[config.mk]
export PLATFORM = sky130hd
export DESIGN_NAME = sim_board_top
export DESIGN_NICKNAME = d
export VERILOG_FILES = /design/src/board_pkg.sv /design/src/pad_ring.sv /design/src/fault_reporter.sv /design/src/sim_board_top.sv
export SDC_FILE = /design/constraint.sdc
export NUM_CORES = 1
export LEC_CHECK = 0
export ABC_AREA = 1
export BUFFER_PORTS_ARGS = -buffer_cell sky130_fd_sc_hd__buf_4
export CORE_MARGIN = 4
export CORE_UTILIZATION = 42
export DETAILED_ROUTE_END_ITERATION = 12
export PLACE_DENSITY = 0.8
export SYNTH_ARGS = -nofsm -noshare
export SYNTH_HDL_FRONTEND = slang
export SYNTH_SLANG_ARGS = --single-unit
[constraint.sdc]
create_clock -name clk_i -period 1.6 [get_ports clk_i]
set_input_delay 0.32 -clock clk_i [delete_from_list [all_inputs] [get_ports clk_i]]
set_output_delay 0.32 -clock clk_i [all_outputs]
set_load 0.01 [all_outputs]
[src/board_pkg.sv]
// Shared definitions of the simulation board adapter.
// Pin counts, CHERI fault kinds and the packed pad groups that travel
// between the system side, the pad ring and the device models.

`default_nettype none

package board_pkg;

  // Number of open-drain I2C buses that get resolved.
  // HAT ID, HAT secondary and QWIIC1, in that order.
  localparam int unsigned NumI2cBuses = 3;

  // Number of CHERI fault kinds reported by the system.
  localparam int unsigned NumFaults = 9;

  // Number of loopback pin pairs retimed by the pad ring.
  localparam int unsigned NumLoopback = 7;

  // Width of a fault code.
  localparam int unsigned FaultW = 4;

  // CHERI fault kinds.
  // Codes follow the bit order of the fault vector.
  typedef enum logic [FaultW-1:0] {
    FaultBounds              = 4'd0,
    FaultTag                 = 4'd1,
    FaultSeal                = 4'd2,
    FaultPermitExecute       = 4'd3,
    FaultPermitLoad          = 4'd4,
    FaultPermitStore         = 4'd5,
    FaultPermitStoreCap      = 4'd6,
    FaultPermitStoreLocalCap = 4'd7,
    FaultPermitAccSysRegs    = 4'd8
  } fault_e;

  // Controller side of one I2C bus.
  // Each line has a value and an output enable.
  typedef struct packed {
    logic scl;
    logic scl_oe;
    logic sda;
    logic sda_oe;
  } i2c_ctrl_t;

  // One I2C line pair.
  // Used for device pull-downs and for the resolved bus.
  typedef struct packed {
    logic scl;
    logic sda;
  } i2c_line_t;

  // Controller side of the PMOD SPI flash port.
  typedef struct packed {
    logic cs;
    logic cs_oe;
    logic sck;
    logic sck_oe;
    logic copi;
    logic copi_oe;
  } spi_ctrl_t;

  // PMOD SPI lines toward the flash model.
  // Undriven lines idle high.
  typedef struct packed {
    logic cs;
    logic sck;
    logic copi;
  } spi_line_t;

  // RS485 transceiver controls from the system.
  typedef struct packed {
    logic di;   // Transmit data.
    logic de;   // Driver enable, active high.
    logic ren;  // Receiver enable, active low.
  } rs485_ctrl_t;

  // Loopback pins, one bit per pin pair.
  typedef logic [NumLoopback-1:0] loop_t;

endpackage

`default_nettype wire

[src/pad_ring.sv]
// Pad ring of the simulation board adapter.
// Resolves open-drain I2C, idle-high SPI and half-duplex RS485 pads,
// and retimes the loopback pins through a single register stage.

`timescale 1ns/10ps
`default_nettype none

module pad_ring import board_pkg::*; (
  input  logic                        clk_i,

  // I2C buses.
  // Controller side, device pull-downs and the resolved lines.
  input  i2c_ctrl_t [NumI2cBuses-1:0] i2c_ctrl_i,
  input  i2c_line_t [NumI2cBuses-1:0] i2c_dev_i,
  output i2c_line_t [NumI2cBuses-1:0] i2c_bus_o,

  // PMOD SPI flash port.
  input  spi_ctrl_t                   spi_ctrl_i,
  output spi_line_t                   spi_line_o,

  // RS485 transceiver and serial model.
  input  rs485_ctrl_t                 rs485_ctrl_i,
  input  logic                        rs485_model_tx_i,
  output logic                        rs485_rx_o,
  output logic                        rs485_model_rx_o,

  // Loopback pins.
  input  loop_t                       loop_i,
  output loop_t                       loop_o
);

  // Pad output with an enable.
  // A disabled pad is pulled up and reads as 1.
  function automatic logic idle_high(input logic val, input logic oe);
    return oe ? val : 1'b1;
  endfunction

  // Controller drive of each I2C bus after the pull-up.
  i2c_line_t [NumI2cBuses-1:0] i2c_drv;

  // Loopback retiming register.
  loop_t loop_q;

  // I2C open-drain resolution.
  for (genvar b = 0; b < NumI2cBuses; b++) begin : gen_i2c
    assign i2c_drv[b].scl = idle_high(i2c_ctrl_i[b].scl, i2c_ctrl_i[b].scl_oe);
    assign i2c_drv[b].sda = idle_high(i2c_ctrl_i[b].sda, i2c_ctrl_i[b].sda_oe);

    // Wired-AND of controller and device.
    // Both sides see the same line, so no false contention.
    assign i2c_bus_o[b].scl = i2c_drv[b].scl & i2c_dev_i[b].scl;
    assign i2c_bus_o[b].sda = i2c_drv[b].sda & i2c_dev_i[b].sda;

    // A controller that pulls a line low must always win on the bus.
    a_i2c_ctrl_low_wins : assert property (@(posedge clk_i)
      !(i2c_ctrl_i[b].scl_oe && !i2c_ctrl_i[b].scl && i2c_bus_o[b].scl) &&
      !(i2c_ctrl_i[b].sda_oe && !i2c_ctrl_i[b].sda && i2c_bus_o[b].sda))
      else $error("I2C bus %0d high while its controller drives low", b);
  end

  // SPI flash lines idle high when not driven.
  assign spi_line_o.cs   = idle_high(spi_ctrl_i.cs, spi_ctrl_i.cs_oe);
  assign spi_line_o.sck  = idle_high(spi_ctrl_i.sck, spi_ctrl_i.sck_oe);
  assign spi_line_o.copi = idle_high(spi_ctrl_i.copi, spi_ctrl_i.copi_oe);

  // RS485 half-duplex gating.
  // Receiver is blocked while ren is high.
  assign rs485_rx_o = rs485_ctrl_i.ren ? 1'b0 : rs485_model_tx_i;

  // Line idles high unless the driver is enabled.
  assign rs485_model_rx_o = rs485_ctrl_i.de ? rs485_ctrl_i.di : 1'b1;

  // Loopback pins pass through one register stage.
  // This breaks the combinational loop through the pin map.
  always_ff @(posedge clk_i) begin
    loop_q <= loop_i;
  end

  assign loop_o = loop_q;

endmodule

`default_nettype wire

[src/fault_reporter.sv]
// CHERI fault reporter.
// Keeps a sticky record of each fault kind and reports every first
// occurrence, lowest index first, over a four-phase req/ack handshake.

`timescale 1ns/10ps
`default_nettype none

module fault_reporter import board_pkg::*; (
  input  logic                 clk_i,
  input  logic                 rst_ni,

  // Fault bits from the system, modulated like LED drives.
  input  logic [NumFaults-1:0] fault_i,
  output logic [NumFaults-1:0] faults_seen_o,

  // Four-phase report handshake.
  output logic                 report_req_o,
  input  logic                 report_ack_i,
  output fault_e               report_code_o
);

  // Handshake states.
  typedef enum logic [1:0] {
    Idle,
    Req,
    WaitAckLow
  } state_e;

  state_e state_q, state_d;

  // Recorded and already reported fault kinds.
  logic [NumFaults-1:0] seen_q;
  logic [NumFaults-1:0] reported_q;
  logic [NumFaults-1:0] pending;

  // Code on the wire and the next one to send.
  fault_e code_q;
  fault_e next_code;

  // A new report starts this cycle.
  logic launch;

  // Recorded but not yet reported.
  assign pending = seen_q & ~reported_q;

  // Lowest pending index wins.
  // Scan downwards so the last hit is the lowest.
  always_comb begin
    next_code = FaultBounds;
    for (int i = NumFaults - 1; i >= 0; i--) begin
      if (pending[i]) begin
        next_code = fault_e'(FaultW'(i));
      end
    end
  end

  // Start only from idle, with ack already low.
  assign launch = (state_q == Idle) && (|pending) && !report_ack_i;

  // Handshake FSM.
  always_comb begin
    state_d = state_q;
    unique case (state_q)
      Idle: begin
        if (launch) begin
          state_d = Req;
        end
      end
      Req: begin
        // Ack seen, drop req.
        if (report_ack_i) begin
          state_d = WaitAckLow;
        end
      end
      WaitAckLow: begin
        // Outside must release ack before the next req.
        if (!report_ack_i) begin
          state_d = Idle;
        end
      end
      default: state_d = Idle;
    endcase
  end

  always_ff @(posedge clk_i or negedge rst_ni) begin
    if (!rst_ni) begin
      state_q    <= Idle;
      seen_q     <= '0;
      reported_q <= '0;
    end else begin
      state_q <= state_d;
      // Sticky record, also under back-pressure.
      seen_q  <= seen_q | fault_i;
      // Mark as reported when its request goes out.
      if (launch) begin
        reported_q[next_code] <= 1'b1;
      end
    end
  end

  // Code register, loaded once per report.
  always_ff @(posedge clk_i) begin
    if (launch) begin
      code_q <= next_code;
    end
  end

  assign faults_seen_o = seen_q;
  assign report_req_o  = (state_q == Req);
  assign report_code_o = code_q;

  // Req holds until the outside acknowledges.
  a_req_until_ack : assert property (@(posedge clk_i) disable iff (!rst_ni)
    report_req_o && !report_ack_i |=> report_req_o)
    else $error("Report req dropped before ack");

  // Code stays put for the whole request.
  a_code_stable : assert property (@(posedge clk_i) disable iff (!rst_ni)
    report_req_o |=> !report_req_o || $stable(report_code_o))
    else $error("Report code changed while req high");

  // No new request while the previous ack is still up.
  a_no_req_on_ack : assert property (@(posedge clk_i) disable iff (!rst_ni)
    !report_req_o && report_ack_i |=> !report_req_o)
    else $error("Report req rose while ack high");

endmodule

`default_nettype wire

[src/sim_board_top.sv]
// Simulation board adapter top level.
// Joins the pad ring and the CHERI fault reporter between the
// system pins and the virtual peripheral models.

`timescale 1ns/10ps
`default_nettype none

module sim_board_top import board_pkg::*; (
  input  logic                        clk_i,
  input  logic                        rst_ni,

  // I2C buses.
  input  i2c_ctrl_t [NumI2cBuses-1:0] i2c_ctrl_i,
  input  i2c_line_t [NumI2cBuses-1:0] i2c_dev_i,
  output i2c_line_t [NumI2cBuses-1:0] i2c_bus_o,

  // PMOD SPI flash, CIPO goes straight back to the system.
  input  spi_ctrl_t                   spi_ctrl_i,
  output spi_line_t                   spi_line_o,
  input  logic                        spi_cipo_i,
  output logic                        spi_cipo_o,

  // RS485.
  input  rs485_ctrl_t                 rs485_ctrl_i,
  input  logic                        rs485_model_tx_i,
  output logic                        rs485_rx_o,
  output logic                        rs485_model_rx_o,

  // Loopback pins.
  input  loop_t                       loop_i,
  output loop_t                       loop_o,

  // CHERI faults and their report handshake.
  input  logic [NumFaults-1:0]        fault_i,
  output logic [NumFaults-1:0]        faults_seen_o,
  output logic                        report_req_o,
  input  logic                        report_ack_i,
  output fault_e                      report_code_o
);

  // Flash CIPO needs no pad logic.
  assign spi_cipo_o = spi_cipo_i;

  pad_ring u_pad_ring (
    .clk_i            (clk_i),
    .i2c_ctrl_i       (i2c_ctrl_i),
    .i2c_dev_i        (i2c_dev_i),
    .i2c_bus_o        (i2c_bus_o),
    .spi_ctrl_i       (spi_ctrl_i),
    .spi_line_o       (spi_line_o),
    .rs485_ctrl_i     (rs485_ctrl_i),
    .rs485_model_tx_i (rs485_model_tx_i),
    .rs485_rx_o       (rs485_rx_o),
    .rs485_model_rx_o (rs485_model_rx_o),
    .loop_i           (loop_i),
    .loop_o           (loop_o)
  );

  fault_reporter u_fault_reporter (
    .clk_i         (clk_i),
    .rst_ni        (rst_ni),
    .fault_i       (fault_i),
    .faults_seen_o (faults_seen_o),
    .report_req_o  (report_req_o),
    .report_ack_i  (report_ack_i),
    .report_code_o (report_code_o)
  );

endmodule

`default_nettype wire

==> impl_metrics.yaml <==
cells_and_area:
  synthToLayoutAreaGrowth_pct: 51.9
  final_nets: 277
  register_area_um2: 761
  layout-drive-gt1-share: 0.474
  antenna_cells: 0
  n_fill_cell: 257
  multi_input_area_um2: 397
critical_path:
  crit_buf_inv: 2
  slowest_stage: "dfrtp_1"
  crit_chain: "inv_1 > nor2_1 > buf_4"
  cpLargestDelayFamily: "flip-flops"
  start_kind: "flip-flop"
  crit_fanout: 4
  arrival_ns: 1.07
  end_kind: "output pin"
  critPathRequiredTime_ns: 1.28
  crit_path_max_incr_delay_ns: 0.40
  crit_type: "reg2out"
sta:
  timing.final.crit_period_ns: 1.39
  layout_setup_ws_ns: 0.211
  rsz0062_at_grt: "no"
  clock.fmax_ghz: 0.720
  finalSetupViolations: 0
  hold_viol: 0
  worstMarginPinSlew_ns: 0.250
  slew_headroom: 0.833
  fin_crit_sh: 0.868
  final.setup.tns_ns: 0
  fin_worst_skew_ns: 0.00515
  slew_viol_final: 0
clock_network:
  tritoncts: "done"
  cts_max_path_buffers: 2
  clk_pin_slew_ns: 0.08
  clock_latency_ns: 0.32
  post_cts_resized: 0
  htree_levels: 2
  numCtsBuffers: 5
  clk_root_buffer_cell: "clkbuf_4"
  clkSinkCount: 31
power:
  p_per_area_nw_per_um2: 695
  ir_worst_vdd_mv: 0.409
  leakage_nw: 1.08
yosys:
  yosysSeqAreaShare: 0.585
  yosysTopAreaCellShare: 0.385
  syn_avg_cell_area_um2: 9.04
  yosysTopAreaCell: "dfrtp_1"
  synth_cells: 144
  synth_area_leaders: "dfrtp_1, dfxtp_1, nand2_1, edfxtp_1, inv_1"
  synth_top_flop_cell: "dfrtp_1"
  syn_area_um2: 1300
  synth_common_cells: "nand2_1, inv_1, dfrtp_1"
  yosysWarnings: 0
  synth_cell_types: 20
  synthesis.nets: 192
  synth_edf_count: 4
  async_flop_share: 0.645
  ys_ff_latch: 31
  synth_most_common_cell: "nand2_1"
die:
  design.die.area_um2: 4050
  placeableCoreArea_um2: 2850
  die_y_um: 63.7
  start_util: 0.456
  num_io_pins: 81
  die_w_um: 63.7
  row_count: 19
place:
  portBuffers: 78
  gp_congestion: 0.819
  dp_slack_ns: 0.293
  hpwlAfterDp_um: 2450
global_route:
  grt_overflow: 0
  grt_pass1_vias: 1209
  grt_max_degree: 21
  grt_pass1_wl_um: 4950
  grt_antenna_before_repair: 0
  grtUsageTotal: 0.160
detailed_routing:
  wl_um: 2880
  routedWlPerCell_um: 11.0
  vias: 1166
  viasPerCell: 4.47
  drtIter0Drc: 24
  first_pass_iters: 3
  route.detailed.drc: 0
  drtAntennaViolNets: 0
flow_run:
  maxCapViolations: 0
run_status:
  status: "finished clean"
worst_hold_path:
  hold_class: "in2reg"
sequential cells by signal, indices dropped and copies added (netlist names):
| signal | count |
|---|---|
| u_pad_ring.loop_o | 7 |
| u_fault_reporter.reported_q | 9 |
| u_fault_reporter.state_q | 2 |
| u_fault_reporter.faults_seen_o | 9 |
| u_fault_reporter.report_code_o | 4 |
placed cells by master, fill, tap and decap left out, drive strengths merged:
cell type and n:
nand3 6, a21boi 6, edfxtp 4, buf 78, nand2 41, dfrtp 20, o21ai 2, or2 9
dlygate4sd3 1, a21oi 1, inv 35, nand4 5, dfxtp 7, clkinv 1, clkbuf 8, nor2 6
cell families after synthesis:
kind of cell	count (synthesis)	synth area share
AND/OR/NAND/NOR	67	0.259
flip-flops	31	0.585
AO/OA/AOI/OAI	9	0.0461
buffers and inverters	37	0.111
area by class of cell:
| type | instances | area share |
|---|---|---|
| flip-flops and latches | 31 | 0.385 |
| repair buffers | 79 | 0.301 |
| multi-input cells | 76 | 0.201 |
| inverters | 36 | 0.0690 |
| clock buffers | 8 | 0.0247 |
| well taps | 31 | 0.0196 |
per-layer routing:
metal,up-vias,share of wire,GRT usage
li1,599,-,-
met1,511,0.38,0.166
met2,50,0.51,0.282
met3,6,0.091,0.0622
met4,0,0.022,0.0728
met5,-,0,0
where the power goes:
part	switching, mW	internal [mW]	total, mW	leakage (nW)
clock network	0.233	0.175	0.407	0.0265
registers	0.00269	0.802	0.804	0.291
logic	0.0542	0.109	0.163	0.765
per-stage QoR:
step / utilization / std cells / hold WS, ns / area [um^2] / total power [mW]
2_1_floorplan: - / 144 / 0.0244 / 1300 / 0.854
6_report: 0.693 / 261 / 0.0922 / 1980 / 1.37
3_5_place_dp: 0.672 / 252 / 0.213 / 1920 / 0.986
5_1_grt: 0.693 / 261 / 0.0616 / 1980 / 1.45
4_1_cts: 0.693 / 261 / 0.0737 / 1980 / 1.40
3_3_place_gp: 0.672 / 252 / 0.211 / 1920 / 0.982
worst reg2reg max path, cell delays in order (launching register included):
cell and delay (ns):
dfrtp_1 0.43, nand2_4 0.12, nand2_2 0.05, inv_2 0.07, nand2_4 0.06, nor2_2 0.12, nand2_1 0.06, nand2_1 0.07
inv_1 0.09
worst paths after layout:
kind,startpoint,end,slack [ns],depth (start not counted)
max,u_fault_reporter.state_q[0],report_req_o,0.21,3
min,loop_i[3],u_pad_ring.loop_o[3],0.09,1
max reg2reg,u_fault_reporter.faults_seen_o[0],u_fault_reporter.report_code_o[1],0.30,8
min reg2reg,u_fault_reporter.reported_q[2],u_fault_reporter.reported_q[2],0.46,2
max in group asynchronous,rst_ni,u_fault_reporter.faults_seen_o[1],0.99,2
min in group asynchronous,rst_ni,u_fault_reporter.reported_q[8],0.40,2
what timing repair did:
item                                   in CTS  in global routing
hold buffers                                1                  0
setup buffers                               0                  0
endpoints found under the hold margin      20                  0
setup endpoints to repair                   0                  0
Power figures use the tool's default switching activity.
